[config.mk]
export PLATFORM = sky130hd
export DESIGN_NAME = periph_subsys
export DESIGN_NICKNAME = d
export VERILOG_FILES = /design/src/periph_pkg.sv /design/src/reg_req_fifo.sv /design/src/reg_bus_fsm.sv /design/src/periph_timer.sv /design/src/irq_gateway.sv /design/src/periph_subsys.sv
export VERILOG_INCLUDE_DIRS = /design/src /design/src/include
export SDC_FILE = /design/constraint.sdc
export NUM_CORES = 1
export LEC_CHECK = 0
export ABC_AREA = 1
export ABC_CLOCK_PERIOD_IN_PS = 2400
export BUFFER_PORTS_ARGS = -buffer_cell sky130_fd_sc_hd__clkbuf_2
export CAP_MARGIN = 20
export CORE_ASPECT_RATIO = 1.4
export CORE_MARGIN = 8
export CORE_UTILIZATION = 55
export CTS_CLUSTER_SIZE = 16
export DETAILED_ROUTE_END_ITERATION = 7
export PLACE_DENSITY_LB_ADDON = 0.12
export SKIP_CTS_REPAIR_TIMING = 1
export SLEW_MARGIN = 20
export SYNTH_ARGS = -nofsm -noshare
export SYNTH_HDL_FRONTEND = slang
export SYNTH_SLANG_ARGS = --single-unit
export TNS_END_PERCENT = 5
[constraint.sdc]
create_clock -name clk_i -period 2.4 [get_ports clk_i]
set_input_delay 0 -clock clk_i [delete_from_list [all_inputs] [get_ports clk_i]]
set_output_delay 0 -clock clk_i [all_outputs]
set_load 0.03 [all_outputs]
[src/include/periph_consts.svh]
/*
 * Peripheral subsystem constants
 * Bus widths, request credits, interrupt sources and the register map
 */
`ifndef PERIPH_CONSTS_SVH
`define PERIPH_CONSTS_SVH

`define PERIPH_DATA_W       32
`define PERIPH_ADDR_W       8
`define PERIPH_REQ_CREDITS  2
`define PERIPH_NUM_SRC      8

// Window numbers, address bits 7:4
`define PERIPH_TIMER_BASE   4'd0
`define PERIPH_IRQ_BASE     4'd1
`define PERIPH_ERR_DATA     32'hDEADBEEF

// Timer register offsets
`define TIMER_CTRL          4'd0
`define TIMER_CMP0          4'd1
`define TIMER_CMP1          4'd2
`define TIMER_CNT0          4'd3
`define TIMER_CNT1          4'd4

// Interrupt controller register offsets
`define IRQ_ENABLE          4'd0
`define IRQ_PENDING         4'd1
`define IRQ_CLAIM           4'd2

`endif

[src/periph_pkg.sv]
/*
 * Peripheral subsystem types
 * Register bus request/response structs, steered access and FSM enums
 */
`include "periph_consts.svh"

package periph_pkg;

    // ------------------------------------------------------------------------
    // Register bus payloads
    // ------------------------------------------------------------------------

    // Host request, word addressed
    typedef struct packed {
        logic                      write;
        logic [`PERIPH_ADDR_W-1:0] addr;
        logic [`PERIPH_DATA_W-1:0] wdata;
    } reg_req_t;

    // One response per request, in order
    typedef struct packed {
        logic [`PERIPH_DATA_W-1:0] rdata;
        logic                      error;
    } reg_rsp_t;

    // Access as seen by a peripheral, window bits already stripped
    typedef struct packed {
        logic                      write;
        logic [3:0]                offset;
        logic [`PERIPH_DATA_W-1:0] wdata;
    } reg_acc_t;

    // ------------------------------------------------------------------------
    // Control encodings
    // ------------------------------------------------------------------------
    typedef enum logic [1:0] {
        IDLE,
        ACCESS,
        RESP
    } bus_state_e;

    typedef enum logic [1:0] {
        TGT_TIMER,
        TGT_IRQ,
        TGT_ERR
    } bus_target_e;

endpackage

[src/reg_req_fifo.sv]
/*
 * Register request queue
 * Small circular buffer whose depth equals the host's credit count
 */
`timescale 1ns/1ns
`include "periph_consts.svh"

module reg_req_fifo (
    input  logic                 clk_i,
    input  logic                 rst_n_i,
    input  logic                 push_i,
    input  periph_pkg::reg_req_t req_i,
    input  logic                 pop_i,
    output periph_pkg::reg_req_t head_o,
    output logic                 not_empty_o
);
    import periph_pkg::*;

    localparam int Depth = `PERIPH_REQ_CREDITS;
    localparam int PtrW  = (Depth > 1) ? $clog2(Depth) : 1;
    localparam int CntW  = $clog2(Depth + 1);

    reg_req_t        mem_q [Depth];
    logic [PtrW-1:0] wr_ptr_q;
    logic [PtrW-1:0] rd_ptr_q;
    logic [CntW-1:0] fill_q;

    function automatic logic [PtrW-1:0] ptr_next(input logic [PtrW-1:0] ptr);
        return (ptr == PtrW'(Depth - 1)) ? '0 : ptr + 1'b1;
    endfunction

    always_ff @(posedge clk_i) begin
        if (push_i) begin
            mem_q[wr_ptr_q] <= req_i;
        end
    end

    always_ff @(posedge clk_i or negedge rst_n_i) begin
        if (!rst_n_i) begin
            wr_ptr_q <= '0;
            rd_ptr_q <= '0;
            fill_q   <= '0;
        end else begin
            if (push_i) begin
                wr_ptr_q <= ptr_next(wr_ptr_q);
            end
            if (pop_i) begin
                rd_ptr_q <= ptr_next(rd_ptr_q);
            end
            case ({push_i, pop_i})
                2'b10:   fill_q <= fill_q + 1'b1;
                2'b01:   fill_q <= fill_q - 1'b1;
                default: fill_q <= fill_q;
            endcase
        end
    end

    assign head_o      = mem_q[rd_ptr_q];
    assign not_empty_o = (fill_q != '0);

    // Host must hold a credit for every request it sends
    a_no_push_full: assert property (@(posedge clk_i) disable iff (!rst_n_i)
        push_i |-> (fill_q != CntW'(Depth)));

    a_no_pop_empty: assert property (@(posedge clk_i) disable iff (!rst_n_i)
        pop_i |-> not_empty_o);

endmodule

[src/reg_bus_fsm.sv]
/*
 * Register bus front end
 * Pops queued requests, decodes the window, strobes one peripheral
 * and returns the response, answering unmapped windows itself
 */
`timescale 1ns/1ns
`include "periph_consts.svh"

module reg_bus_fsm (
    input  logic                      clk_i,
    input  logic                      rst_n_i,
    input  periph_pkg::reg_req_t      head_i,
    input  logic                      not_empty_i,
    output logic                      pop_o,
    output periph_pkg::reg_acc_t      acc_o,
    output logic                      timer_sel_o,
    output logic                      irq_sel_o,
    input  logic [`PERIPH_DATA_W-1:0] timer_rdata_i,
    input  logic [`PERIPH_DATA_W-1:0] irq_rdata_i,
    output logic                      rsp_valid_o,
    output periph_pkg::reg_rsp_t      rsp_o
);
    import periph_pkg::*;

    bus_state_e  state_q;
    bus_state_e  state_d;
    bus_target_e tgt;
    reg_req_t    req_q;
    reg_rsp_t    rsp_q;

    // ------------------------------------------------------------------------
    // State sequencing
    // ------------------------------------------------------------------------
    always_comb begin
        state_d = state_q;
        case (state_q)
            IDLE: begin
                if (not_empty_i) begin
                    state_d = ACCESS;
                end
            end
            ACCESS:  state_d = RESP;
            RESP:    state_d = IDLE;
            default: state_d = IDLE;
        endcase
    end

    always_ff @(posedge clk_i or negedge rst_n_i) begin
        if (!rst_n_i) begin
            state_q <= IDLE;
        end else begin
            state_q <= state_d;
        end
    end

    assign pop_o = (state_q == IDLE) && not_empty_i;

    // Request held for the whole access
    always_ff @(posedge clk_i) begin
        if (pop_o) begin
            req_q <= head_i;
        end
    end

    // ------------------------------------------------------------------------
    // Address decode and steering
    // ------------------------------------------------------------------------
    always_comb begin
        case (req_q.addr[7:4])
            `PERIPH_TIMER_BASE: tgt = TGT_TIMER;
            `PERIPH_IRQ_BASE:   tgt = TGT_IRQ;
            default:            tgt = TGT_ERR;
        endcase
    end

    assign acc_o.write  = req_q.write;
    assign acc_o.offset = req_q.addr[3:0];
    assign acc_o.wdata  = req_q.wdata;

    assign timer_sel_o = (state_q == ACCESS) && (tgt == TGT_TIMER);
    assign irq_sel_o   = (state_q == ACCESS) && (tgt == TGT_IRQ);

    // Read data sampled at the same edge the peripheral acts on
    always_ff @(posedge clk_i) begin
        if (state_q == ACCESS) begin
            case (tgt)
                TGT_TIMER: rsp_q <= '{rdata: timer_rdata_i, error: 1'b0};
                TGT_IRQ:   rsp_q <= '{rdata: irq_rdata_i, error: 1'b0};
                default:   rsp_q <= '{rdata: `PERIPH_ERR_DATA, error: 1'b1};
            endcase
        end
    end

    assign rsp_valid_o = (state_q == RESP);
    assign rsp_o       = rsp_q;

    a_one_target: assert property (@(posedge clk_i) disable iff (!rst_n_i)
        $onehot0({timer_sel_o, irq_sel_o}));

endmodule

[src/periph_timer.sv]
/*
 * Two-channel timer
 * Free counters that wrap on their compare value and pulse an interrupt
 */
`timescale 1ns/1ns
`include "periph_consts.svh"

module periph_timer (
    input  logic                      clk_i,
    input  logic                      rst_n_i,
    input  logic                      sel_i,
    input  periph_pkg::reg_acc_t      acc_i,
    output logic [`PERIPH_DATA_W-1:0] rdata_o,
    output logic [1:0]                tick_o
);
    import periph_pkg::*;

    localparam int NumCh = 2;

    logic [NumCh-1:0]                     ctrl_q;
    logic [NumCh-1:0][`PERIPH_DATA_W-1:0] cmp_q;
    logic [NumCh-1:0][`PERIPH_DATA_W-1:0] cnt_q;
    logic [NumCh-1:0]                     tick_q;

    // Register writes, read-only offsets fall through
    always_ff @(posedge clk_i or negedge rst_n_i) begin
        if (!rst_n_i) begin
            ctrl_q <= '0;
            cmp_q  <= '0;
        end else if (sel_i && acc_i.write) begin
            case (acc_i.offset)
                `TIMER_CTRL: ctrl_q   <= acc_i.wdata[NumCh-1:0];
                `TIMER_CMP0: cmp_q[0] <= acc_i.wdata;
                `TIMER_CMP1: cmp_q[1] <= acc_i.wdata;
                default:     ctrl_q   <= ctrl_q;
            endcase
        end
    end

    // Counters, wrap to 0 on match
    always_ff @(posedge clk_i or negedge rst_n_i) begin
        if (!rst_n_i) begin
            cnt_q  <= '0;
            tick_q <= '0;
        end else begin
            for (int ch = 0; ch < NumCh; ch++) begin
                tick_q[ch] <= 1'b0;
                if (ctrl_q[ch]) begin
                    if (cnt_q[ch] == cmp_q[ch]) begin
                        cnt_q[ch]  <= '0;
                        tick_q[ch] <= 1'b1;
                    end else begin
                        cnt_q[ch] <= cnt_q[ch] + 1'b1;
                    end
                end
            end
        end
    end

    assign tick_o = tick_q;

    always_comb begin
        rdata_o = '0;
        case (acc_i.offset)
            `TIMER_CTRL: rdata_o[NumCh-1:0] = ctrl_q;
            `TIMER_CMP0: rdata_o = cmp_q[0];
            `TIMER_CMP1: rdata_o = cmp_q[1];
            `TIMER_CNT0: rdata_o = cnt_q[0];
            `TIMER_CNT1: rdata_o = cnt_q[1];
            default:     rdata_o = '0;
        endcase
    end

endmodule

[src/irq_gateway.sv]
/*
 * Interrupt controller, single target
 * Level sources with enable mask, pending bits and claim/complete
 */
`timescale 1ns/1ns
`include "periph_consts.svh"

module irq_gateway (
    input  logic                      clk_i,
    input  logic                      rst_n_i,
    input  logic                      sel_i,
    input  periph_pkg::reg_acc_t      acc_i,
    input  logic [`PERIPH_NUM_SRC-1:0] src_i,
    output logic [`PERIPH_DATA_W-1:0] rdata_o,
    output logic                      irq_o
);
    import periph_pkg::*;

    localparam int N     = `PERIPH_NUM_SRC;
    localparam int DataW = `PERIPH_DATA_W;
    localparam int IdW   = $clog2(N + 1);

    logic [N-1:0]   enable_q;
    logic [N-1:0]   pending_q;
    logic [N-1:0]   in_service_q;
    logic [N-1:0]   pend_en;
    logic [N-1:0]   claim_oh;
    logic [N-1:0]   cmpl_oh;
    logic [IdW-1:0] claim_id;
    logic           claim_rd;
    logic           cmpl_wr;

    assign pend_en  = pending_q & enable_q;
    assign claim_rd = sel_i && !acc_i.write && (acc_i.offset == `IRQ_CLAIM);
    assign cmpl_wr  = sel_i && acc_i.write && (acc_i.offset == `IRQ_CLAIM);

    // ------------------------------------------------------------------------
    // Claim and complete decode
    // ------------------------------------------------------------------------

    // Lowest numbered source wins, ID is source plus one
    always_comb begin
        claim_id = '0;
        for (int i = N - 1; i >= 0; i--) begin
            if (pend_en[i]) begin
                claim_id = IdW'(i + 1);
            end
        end
    end

    assign claim_oh = claim_rd ? (pend_en & (~pend_en + 1'b1)) : '0;

    always_comb begin
        for (int i = 0; i < N; i++) begin
            cmpl_oh[i] = cmpl_wr && (acc_i.wdata == DataW'(i + 1));
        end
    end

    always_ff @(posedge clk_i or negedge rst_n_i) begin
        if (!rst_n_i) begin
            enable_q     <= '0;
            pending_q    <= '0;
            in_service_q <= '0;
        end else begin
            if (sel_i && acc_i.write && (acc_i.offset == `IRQ_ENABLE)) begin
                enable_q <= acc_i.wdata[N-1:0];
            end
            // A source in service is gated until completed
            pending_q    <= (pending_q | (src_i & ~in_service_q)) & ~claim_oh;
            in_service_q <= (in_service_q | claim_oh) & ~cmpl_oh;
        end
    end

    assign irq_o = |pend_en;

    always_comb begin
        rdata_o = '0;
        case (acc_i.offset)
            `IRQ_ENABLE:  rdata_o[N-1:0]   = enable_q;
            `IRQ_PENDING: rdata_o[N-1:0]   = pending_q;
            `IRQ_CLAIM:   rdata_o[IdW-1:0] = claim_id;
            default:      rdata_o = '0;
        endcase
    end

    a_pend_xor_service: assert property (@(posedge clk_i) disable iff (!rst_n_i)
        (pending_q & in_service_q) == '0);

endmodule

[src/periph_subsys.sv]
/*
 * Peripheral subsystem top
 * Credit-based register bus front end with a timer and interrupt controller
 */
`timescale 1ns/1ns

module periph_subsys (
    input  logic                 clk_i,
    input  logic                 rst_n_i,
    input  logic                 req_valid_i,
    input  periph_pkg::reg_req_t req_i,
    output logic                 credit_o,
    output logic                 rsp_valid_o,
    output periph_pkg::reg_rsp_t rsp_o,
    input  logic [5:0]           irq_ext_i,
    output logic                 irq_o
);
    import periph_pkg::*;

    // Response struct is read data plus the error flag
    localparam int DataW = $bits(reg_rsp_t) - 1;

    reg_req_t         head;
    reg_acc_t         acc;
    logic             not_empty;
    logic             pop;
    logic             timer_sel;
    logic             irq_sel;
    logic [DataW-1:0] timer_rdata;
    logic [DataW-1:0] irq_rdata;
    logic [1:0]       tick;
    logic [7:0]       irq_src;

    // Each pop frees one queue slot back to the host
    assign credit_o = pop;

    // Timer channels take sources 0 and 1
    assign irq_src = {irq_ext_i, tick};

    // ------------------------------------------------------------------------
    // Request path
    // ------------------------------------------------------------------------
    reg_req_fifo i_req_fifo (
        .clk_i       ( clk_i       ),
        .rst_n_i     ( rst_n_i     ),
        .push_i      ( req_valid_i ),
        .req_i       ( req_i       ),
        .pop_i       ( pop         ),
        .head_o      ( head        ),
        .not_empty_o ( not_empty   )
    );

    reg_bus_fsm i_bus_fsm (
        .clk_i         ( clk_i       ),
        .rst_n_i       ( rst_n_i     ),
        .head_i        ( head        ),
        .not_empty_i   ( not_empty   ),
        .pop_o         ( pop         ),
        .acc_o         ( acc         ),
        .timer_sel_o   ( timer_sel   ),
        .irq_sel_o     ( irq_sel     ),
        .timer_rdata_i ( timer_rdata ),
        .irq_rdata_i   ( irq_rdata   ),
        .rsp_valid_o   ( rsp_valid_o ),
        .rsp_o         ( rsp_o       )
    );

    // ------------------------------------------------------------------------
    // Peripherals
    // ------------------------------------------------------------------------
    periph_timer i_timer (
        .clk_i   ( clk_i       ),
        .rst_n_i ( rst_n_i     ),
        .sel_i   ( timer_sel   ),
        .acc_i   ( acc         ),
        .rdata_o ( timer_rdata ),
        .tick_o  ( tick        )
    );

    irq_gateway i_irq_gateway (
        .clk_i   ( clk_i     ),
        .rst_n_i ( rst_n_i   ),
        .sel_i   ( irq_sel   ),
        .acc_i   ( acc       ),
        .src_i   ( irq_src   ),
        .rdata_o ( irq_rdata ),
        .irq_o   ( irq_o     )
    );

endmodule

==> metrics.csv, run 1 <==
metric,value,unit
top_layer,met4,
reg2reg_slack,0.18,ns
die_area,34700,µm²
timing.hold.ws,0.0270,ns
syn_inst,1905,
drc,0,
dr.pass1.iters,5,
crit_arrival,2.64,ns
clk_pin_slew_worst_paths,0.06,ns
max_freq,0.451,GHz
path_class,reg2reg,
pwr-share-seq,0.439,
yosys_register_bits,318,
synth_nets,1958,
leakagePower,8.70,nW
synth_area_per_cell,8.34,µm²
period_needed,2.22,ns
utilization,0.648,
combPwrFrac,0.266,
cts_max_path_buffers,3,
port_buffers,85,
setup_viol,0,
via_per_inst,5.25,
start_util,0.560,
first_iter_violations,927,
max_slew_margin,0.461,
critPathMaxFanout,6,
power_density,977,nW/µm²
place_hpwl,33400,µm
postRouteAntennaNets,0,
routabilityCongestion,0.978,
die_y,217,µm
die_w,160,µm
drive_gt1_frac,0.112,
cts-root-buf,clkbuf_16,
reg2reg_depth,10,
routed-wl-met3,2960,µm
tritoncts,yes,
hp-class,in2async,
ios,86,
p_clk_frac,0.295,
coreArea,28400,µm²
diodes,0,
finalHoldViolCount,0,
grt_start_max_net_pins,73,
fin_crit_sh,0.923,
rr_startpoint,i_timer.cnt_q[32],
tightest_slew,0.808,ns
ir_drop,0.898,mV
area_growth,15.8,%
cts.htree.levels,2,
yosysSeqAreaShare,0.550,
routed_wl,45200,µm
yosysWarnings,0,
core.rowCount,73,
synth_cell_types,43,
seq_area,8740,µm²
gr-total-overflow,0,
grt_pass1_vias,12415,
vias,12876,
met1_length,17300,µm
drv_cap,0,
multi_input_area,5790,µm²
wl_met2,22300,µm
end_kind,register,
status,"finished, final reports clean",
cp-start-kind,register,
grt_pass1_wl,69900,µm
rsz0062_at_grt,false,
fill_cells,2430,
r2r-end,i_timer.cnt_q[44],
p_sw,0.00638,W
numCtsBuffers,34,
clock-sinks,318,
antenna_found_initial,0,
grt_usage,0.259,
maxSlewViolCount,0,
netlist_area,15900,µm²
power,0.0180,W
fin_nets,2107,
p_int,0.0116,W
required,2.83,ns
clkLatencyLatePin,0.53,ns
wire_per_inst,18.4,µm
swShare,0.355,
skew,0.0208,ns
==> through the flow <==
| step | setup slack, ns | TNS (ns) | std cells | cell area, µm² |
|---|---|---|---|---|
| floorplan | -0.163 | -0.163 | 1905 | 15900 |
| global placement | 0.264 | 0 | 2343 | 16800 |
| detailed placement | 0.234 | 0 | 2343 | 16800 |
| CTS | 0.212 | 0 | 2404 | 17900 |
| global route | 0.0219 | 0 | 2454 | 18400 |
| finish | 0.184 | 0 | 2454 | 18400 |
==> critical path, stage by stage (launching register included) <==
cell and delay [ns]:
dfrtp_1 0.49, ha_1 0.24, nand3_1 0.29, nor2_2 0.42, nand2_1 0.17, nor2_1 0.15
inv_1 0.07, o21ai_1 0.14, inv_1 0.05, nand2_1 0.06, inv_1 0.04
==> registers in the layout (all words and copies together) (netlist names) <==
signal / count
i_bus_fsm.acc_o: 37
i_bus_fsm.req_q: 4
i_bus_fsm.rsp_o: 33
i_bus_fsm.state_q: 2
i_irq_gateway.enable_q: 8
i_irq_gateway.in_service_q: 8
i_irq_gateway.pending_q: 8
i_req_fifo.fill_q: 2
i_req_fifo.mem_q: 82
i_req_fifo.rd_ptr_q: 1
i_req_fifo.wr_ptr_q: 1
i_timer.cmp_q: 64
i_timer.cnt_q: 64
i_timer.ctrl_q: 2
i_timer.tick_o: 2
==> final cells by class <==
cell class / count / share of cell area
Sequential cell: 318 / 0.475
Clock inverter: 13 / 0.00850
Timing Repair Buffer: 174 / 0.0684
Tap cell: 375 / 0.0255
Inverter: 275 / 0.0563
Multi-Input combinational cell: 1251 / 0.314
Clock buffer: 48 / 0.0524
==> worst max-delay path by stage <==
stage | startpoint | end | slack [ns] | cells after the start
floorplan | i_bus_fsm.state_q[1] | i_req_fifo.fill_q[1] | -0.16 | 7
global placement | i_timer.cnt_q[32] | i_timer.cnt_q[44] | 0.26 | 10
detailed placement | i_timer.cnt_q[32] | i_timer.cnt_q[44] | 0.23 | 10
CTS | i_timer.cnt_q[32] | i_timer.cnt_q[44] | 0.21 | 10
global route | i_timer.cnt_q[32] | i_timer.cnt_q[44] | 0.02 | 10
finish | i_timer.cnt_q[32] | i_timer.cnt_q[44] | 0.18 | 10
==> layer usage <==
layer	up-vias	GRT usage
met3	130	0.0423
li1	6280	-
met4	0	0.154
met1	5959	0.306
met2	507	0.441
met5	-	0
==> power groups by stage <==
stage / sequential [W] / combinational [W] / clock [W]
CTS: 0.00789 / 0.00473 / 0.00535
finish: 0.00790 / 0.00478 / 0.00530
global route: 0.00802 / 0.00526 / 0.00558
floorplan: 0.00811 / 0.00286 / 0
detailed placement: 0.00799 / 0.00472 / 0
global placement: 0.00795 / 0.00469 / 0
==> cells in the mapped netlist, drive strengths merged <==
library cell	n	area [µm²]
a211oi	2	15.0
a21oi	11	55.1
a22o	3	26.3
a41oi	3	26.3
and3	1	6.26
buf	36	244
clkbuf	25	101
clkinv	1	3.75
dfrtp	162	4050
edfxtp	156	4680
ha	3	37.5
inv	274	1030
nand2	736	2810
nand3	76	408
nand3b	4	30.0
nand4	23	150
nor2	169	738
nor3	15	80.1
nor3b	1	7.51
nor4	2	12.5
o2111ai	17	149
o211ai	1	7.51
o21ai	96	480
o21bai	2	15.0
o22ai	10	62.6
xnor2	49	429
xor2	27	236
==> logic make-up after synthesis <==
group | share of synthesized area
buffers and inverters | 0.0868
flip-flops | 0.550
AO/OA/AOI/OAI | 0.0527
XOR/XNOR | 0.0419
adder cells (fa/ha/maj) | 0.00236
AND/OR/NAND/NOR | 0.267
==> cells in the final DEF (no fill, tap or decap), drive strengths merged, types with 15 or more instances in the layout <==
| cell | count |
|---|---|
| edfxtp | 156 |
| nand2 | 736 |
| buf | 41 |
| dlygate4sd3 | 49 |
| xnor2 | 49 |
| xor2 | 27 |
| nand4 | 23 |
| o21ai | 96 |
| inv | 275 |
| dfrtp | 162 |
| nor2 | 169 |
| nor3 | 15 |
| o2111ai | 17 |
| nand3 | 76 |
| clkbuf | 132 |
(Power assumes the default switching activity.)
==> run 2: changes to the inputs <==
--- a/config.mk
+++ b/config.mk
@@ -6,7 +6,6 @@
 export SDC_FILE = /design/constraint.sdc
 export NUM_CORES = 1
 export LEC_CHECK = 0
-export ABC_AREA = 1
 export ABC_CLOCK_PERIOD_IN_PS = 2400
 export BUFFER_PORTS_ARGS = -buffer_cell sky130_fd_sc_hd__clkbuf_2
 export CAP_MARGIN = 20
@@ -21,4 +20,3 @@
 export SYNTH_ARGS = -nofsm -noshare
 export SYNTH_HDL_FRONTEND = slang
 export SYNTH_SLANG_ARGS = --single-unit
-export TNS_END_PERCENT = 5
==> run 2 against run 1 <==
The flow now finishes with violations (hold timing). Die area decreased by 10%. Synthesized area shrank 11%. Maximum frequency down 1.5%. Utilization increased by 1.7 points. Global-route usage shrank 3.7 points. Largest power group unchanged.
==> metrics.csv, run 2 <==
metric,value,unit
numCtsBuffers,30,
fill_cells,1894,
synth_nets,1129,
yosysTopAreaCell,edfxtp_1,
syn_inst,1076,
ios,86,
power_density,1000,nW/µm²
start_util,0.557,
clock-sinks,318,
die_area,31000,µm²
dp_slack,0.0439,ns
synthTopCellsByArea,"edfxtp_1 (33%), dfrtp_1 (29%), mux2_2 (9.2%)",
grt_pass1_vias,9494,
setup_viol,0,
final_common_cell,dfrtp_1,
ir_drop,0.915,mV
synth_cell_types,46,
via_per_inst,6.02,
dr.pass1.iters,7,
clk_pin_slew_worst_paths,0.07,ns
synth_most_common_cell,dfrtp_1,
synth_edf_count,156,
coreArea,25300,µm²
synthTopCellsByCount,"dfrtp_1 (162), edfxtp_1 (156), mux2_2 (115), xor2_1 (106), nor2_1 (83)",
crit_arrival,2.63,ns
tightest_slew,0.637,ns
multi_input_area,5110,µm²
reg_top3,"i_req_fifo.mem_q (82), i_timer.cmp_q (64), i_timer.cnt_q (64)",
yosys_register_bits,318,
port_buffers,85,
path_class,reg2reg,
timing.hold.ws,-0.00500,ns
fin_crit_sh,0.937,
grt_usage,0.222,
critPathMaxFanout,24,
period_needed,2.25,ns
layout_common_cells,"dfrtp_1 (161), edfxtp_1 (156), mux2_2 (115)",
diodes,0,
core.rowCount,69,
final_area,16800,µm²
area_growth,19.5,%
largest_register_ffs,82,
netlist_area,14100,µm²
required,2.78,ns
vias,9589,
cts-root-buf,clkbuf_16,
routabilityCongestion,0.941,
routed_wl,34800,µm
cp-start-kind,register,
max_freq,0.445,GHz
maxSlewViolCount,0,
die_w,151,µm
die_y,205,µm
setup_slack,0.150,ns
cts_max_path_buffers,3,
finalHoldViolCount,9,
rsz0062_at_grt,false,
status,finished with violations,
max_slew_margin,0.575,
cts.htree.levels,1,
yosysWarnings,0,
postRouteAntennaNets,0,
drive_gt1_frac,0.265,
power,0.0169,W
wire_per_inst,21.8,µm
end_kind,register,
synthArstFlopShare,0.509,
synth_top_area_frac,0.333,
first_iter_violations,981,
hp-class,in2async,
gr-total-overflow,0,
utilization,0.665,
grt_pass1_wl,53300,µm
seq_area,8740,µm²
drc,0,
clkLatencyLatePin,0.58,ns
place_hpwl,24300,µm
skew,0.0267,ns
fin_nets,1303,
regMostFlops,i_req_fifo.mem_q,
synth_area_per_cell,13.1,µm²
tritoncts,yes,
antenna_found_initial,0,
leakagePower,7.29,nW
drv_cap,0,
grt_start_max_net_pins,65,
yosysSeqAreaShare,0.621,
ys.flop_type,dfrtp_1,
placed_area,15300,µm²
violations,hold timing,
[run 2: final cells by class]
cell class,instances,area share
flip-flops and latches,318,0.520
inverters,16,0.00357
repair buffers,201,0.0884
well taps,319,0.0237
clock inverters,15,0.00855
clock buffers,41,0.0526
multi-input cells,683,0.304
[run 2: stage by stage]
stage	setup TNS, ns	std cells
final	0	1593
after global routing	0	1593
after CTS	0	1540
after detailed placement	0	1484
after global placement	0	1484
after floorplan	-0.182	1076
[run 2: cell families after synthesis]
kind of cell	share of synthesized area
buf+inv	0.0218
flops	0.621
xor+xnor	0.0728
compound gates	0.0735
mux	0.0948
fa+ha+maj	0.00267
simple gates	0.114
[run 2: worst paths after layout]
| check | from | to | slack [ns] | depth (start not counted) |
|---|---|---|---|---|
| setup / recovery | i_bus_fsm.acc_o[34] | i_bus_fsm.rsp_o[24] | 0.15 | 6 |
| hold / removal | rst_n_i | i_timer.cnt_q[22] | -0.005 | 2 |
| setup reg to reg | i_bus_fsm.acc_o[34] | i_bus_fsm.rsp_o[24] | 0.15 | 6 |
| hold reg to reg | i_req_fifo.fill_q[1] | i_req_fifo.fill_q[1] | 0.48 | 1 |
| max in group asynchronous | rst_n_i | i_bus_fsm.state_q[1] | 1.66 | 3 |
| min in group clk_i | req_i[20] | i_req_fifo.mem_q[1][20] | 0.16 | 2 |
[run 2: power by group]
| group | leakage, nW | switching (W) | internal [W] |
|---|---|---|---|
| clock | 0.502 | 0.00210 | 0.00280 |
| combinational | 3.13 | 0.00239 | 0.00145 |
| sequential | 3.65 | 0.000948 | 0.00718 |
| total | 7.29 | 0.00544 | 0.0114 |
[run 2: worst max-delay path: stages (launching register included)]
cell and delay [ns]:
edfxtp_1 0.57, nor4b_4 0.40, buf_4 0.24, buf_4 0.30, a222oi_1 0.14, a21boi_0 0.15
o21ai_0 0.26
[run 2: layer usage]
| layer | share of wire | global-route usage | wire, µm | up-vias |
|---|---|---|---|---|
| met5 | 0 | 0 | 0 | - |
| met4 | 0.044 | 0.101 | 1520 | 0 |
| met3 | 0.063 | 0.0295 | 2200 | 89 |
| met2 | 0.49 | 0.358 | 16900 | 396 |
| met1 | 0.41 | 0.294 | 14200 | 4743 |
| li1 | - | - | - | 4361 |
==> run 3: changes to the inputs <==
--- a/config.mk
+++ b/config.mk
@@ -15,6 +15,7 @@
 export CTS_CLUSTER_SIZE = 16
 export DETAILED_ROUTE_END_ITERATION = 7
 export PLACE_DENSITY_LB_ADDON = 0.12
+export SETUP_SLACK_MARGIN = 0.05
 export SKIP_CTS_REPAIR_TIMING = 1
 export SLEW_MARGIN = 20
 export SYNTH_ARGS = -nofsm -noshare
==> constraint.sdc (replaced) <==
create_clock -name clk_i -period 2.4 [get_ports clk_i]
set_input_delay 0.36 -clock clk_i [delete_from_list [all_inputs] [get_ports clk_i]]
set_output_delay 0.36 -clock clk_i [all_outputs]
set_load 0.03 [all_outputs]
==> run 3 against run 2 <==
The run now ends clean. Die area unchanged. Clock power increased by 5.3%. Register-to-register slack improved by 0.09 ns. Critical path type is now reg2out.
==> metrics.csv, run 3 (same netlist as run 2, synthesis figures left out) <==
metric,value,unit
end_kind,primary output,
clkLatencyLatePin,0.57,ns
reg_top3,"i_req_fifo.mem_q (82), i_timer.cmp_q (64), i_timer.cnt_q (64)",
power_density,1020,nW/µm²
largest_register_ffs,82,
coreArea,25300,µm²
min_path_cells,2,
period_needed,2.18,ns
first_iter_violations,893,
postRouteAntennaNets,0,
clk_pin_slew_worst_paths,0.06,ns
reg2reg_slack,0.24,ns
area_growth,20.0,%
vias,9481,
worstHoldStart,req_valid_i,
skew,0.0130,ns
regMostFlops,i_req_fifo.mem_q,
numCtsBuffers,30,
hp-class,in2reg,
swShare,0.317,
final_area,16900,µm²
tightest_slew,0.588,ns
fin_crit_sh,0.909,
reg2reg_depth,6,
layout_common_cells,"dfrtp_1 (161), edfxtp_1 (156), mux2_2 (115)",
leakagePower,7.33,nW
setup_viol,0,
start_util,0.557,
die_w,151,µm
r2r-end,i_bus_fsm.rsp_o[11],
status,"finished, final reports clean",
drive_gt1_frac,0.278,
pwr-share-seq,0.470,
wire_per_inst,21.5,µm
tritoncts,yes,
max_freq,0.458,GHz
cts_max_path_buffers,3,
ir_drop,1.18,mV
grt_start_max_net_pins,58,
rsz0062_at_grt,false,
p_sw,0.00543,W
path_class,reg2out,
fin_nets,1306,
cp-start-kind,register,
cts.htree.levels,1,
routabilityCongestion,0.904,
die_area,31000,µm²
port_buffers,85,
grt_pass1_wl,52500,µm
max_slew_margin,0.608,
diodes,0,
clock-sinks,318,
place_hpwl,24600,µm
fill_cells,1857,
final_common_cell,dfrtp_1,
routed_wl,34300,µm
ios,86,
drc,0,
die_y,205,µm
p_clk_frac,0.301,
via_per_inst,5.94,
crit_arrival,1.82,ns
combPwrFrac,0.229,
p_int,0.0117,W
hold-path-endpoint,i_req_fifo.wr_ptr_q,
core.rowCount,69,
grt_usage,0.220,
antenna_found_initial,0,
finalHoldViolCount,0,
drv_cap,0,
critPathMaxFanout,5,
maxSlewViolCount,0,
dp_slack,0.139,ns
rr_startpoint,i_bus_fsm.acc_o[32],
gr-total-overflow,0,
required,2.04,ns
placed_area,15300,µm²
setup_slack,0.217,ns
grt_pass1_vias,9217,
dr.pass1.iters,8,
cts-root-buf,clkbuf_16,
-- run 3: changes by cell type in the layout (fill, tap and decap cells not counted), sizes merged --
cell / delta
buf: +10
clkinvlp: +2
dlygate4sd3: -7
bufinv: +4
clkinv: +3
clkbuf: -7
inv: -2
-- run 3: critical path, stage by stage (launching register included) --
cell      delay, ns
dfrtp_1        0.46
a22oi_2        0.28
nand3_1        0.18
inv_1          0.08
nand3_1        0.08
clkbuf_2       0.19
-- run 3: worst max-delay path by stage --
stage | endpoint | depth (start not counted) | from | slack, ns
floorplan | i_req_fifo.fill_q[1] | 4 | i_bus_fsm.state_q[1] | -0.14
global placement | i_bus_fsm.rsp_o[16] | 6 | i_bus_fsm.acc_o[32] | 0.14
detailed placement | i_bus_fsm.rsp_o[11] | 5 | i_bus_fsm.acc_o[33] | 0.14
CTS | irq_o | 3 | i_irq_gateway.pending_q[2] | -0.08
global route | i_irq_gateway.in_service_q[7] | 6 | i_bus_fsm.req_q[37] | 0.09
finish | irq_o | 5 | i_irq_gateway.pending_q[4] | 0.22
-- run 3: power groups by stage --
stage / Clock, W / Sequential, W / Combinational (W)
finish: 0.00516 / 0.00807 / 0.00393
global route: 0.00544 / 0.00821 / 0.00422
CTS: 0.00526 / 0.00816 / 0.00371
detailed placement: 0 / 0.00826 / 0.00369
global placement: 0 / 0.00820 / 0.00367
floorplan: 0 / 0.00806 / 0.00221
-- run 3: cell type report --
type	instances	area [µm²]	area share
clock inverters	22	288	0.0170
flip-flops and latches	318	8740	0.517
multi-input cells	683	5120	0.303
clock buffers	34	797	0.0472
well taps	319	399	0.0236
inverters	16	60.1	0.00355
repair buffers	204	1490	0.0883
-- run 3: routing by layer --
layer / global-route usage / part of all wire / up-vias / routed length, µm
li1: - / - / 4357 / -
met1: 0.298 / 0.41 / 4694 / 14200
met2: 0.352 / 0.48 / 357 / 16600
met3: 0.0317 / 0.066 / 73 / 2280
met4: 0.0833 / 0.036 / 0 / 1240
met5: 0 / 0 / - / 0
-- run 3: through the flow --
step                      total power, W  cells  TNS [ns]   util  hold WS, ns
after floorplan                   0.0103   1076    -0.181      -       0.0644
after global placement            0.0119   1487         0  0.605        0.386
after detailed placement          0.0119   1487         0  0.605        0.382
after CTS                         0.0171   1543   -0.0834  0.648       -0.221
after global routing              0.0179   1596         0  0.668       0.0189
final                             0.0172   1596         0  0.668       0.0194
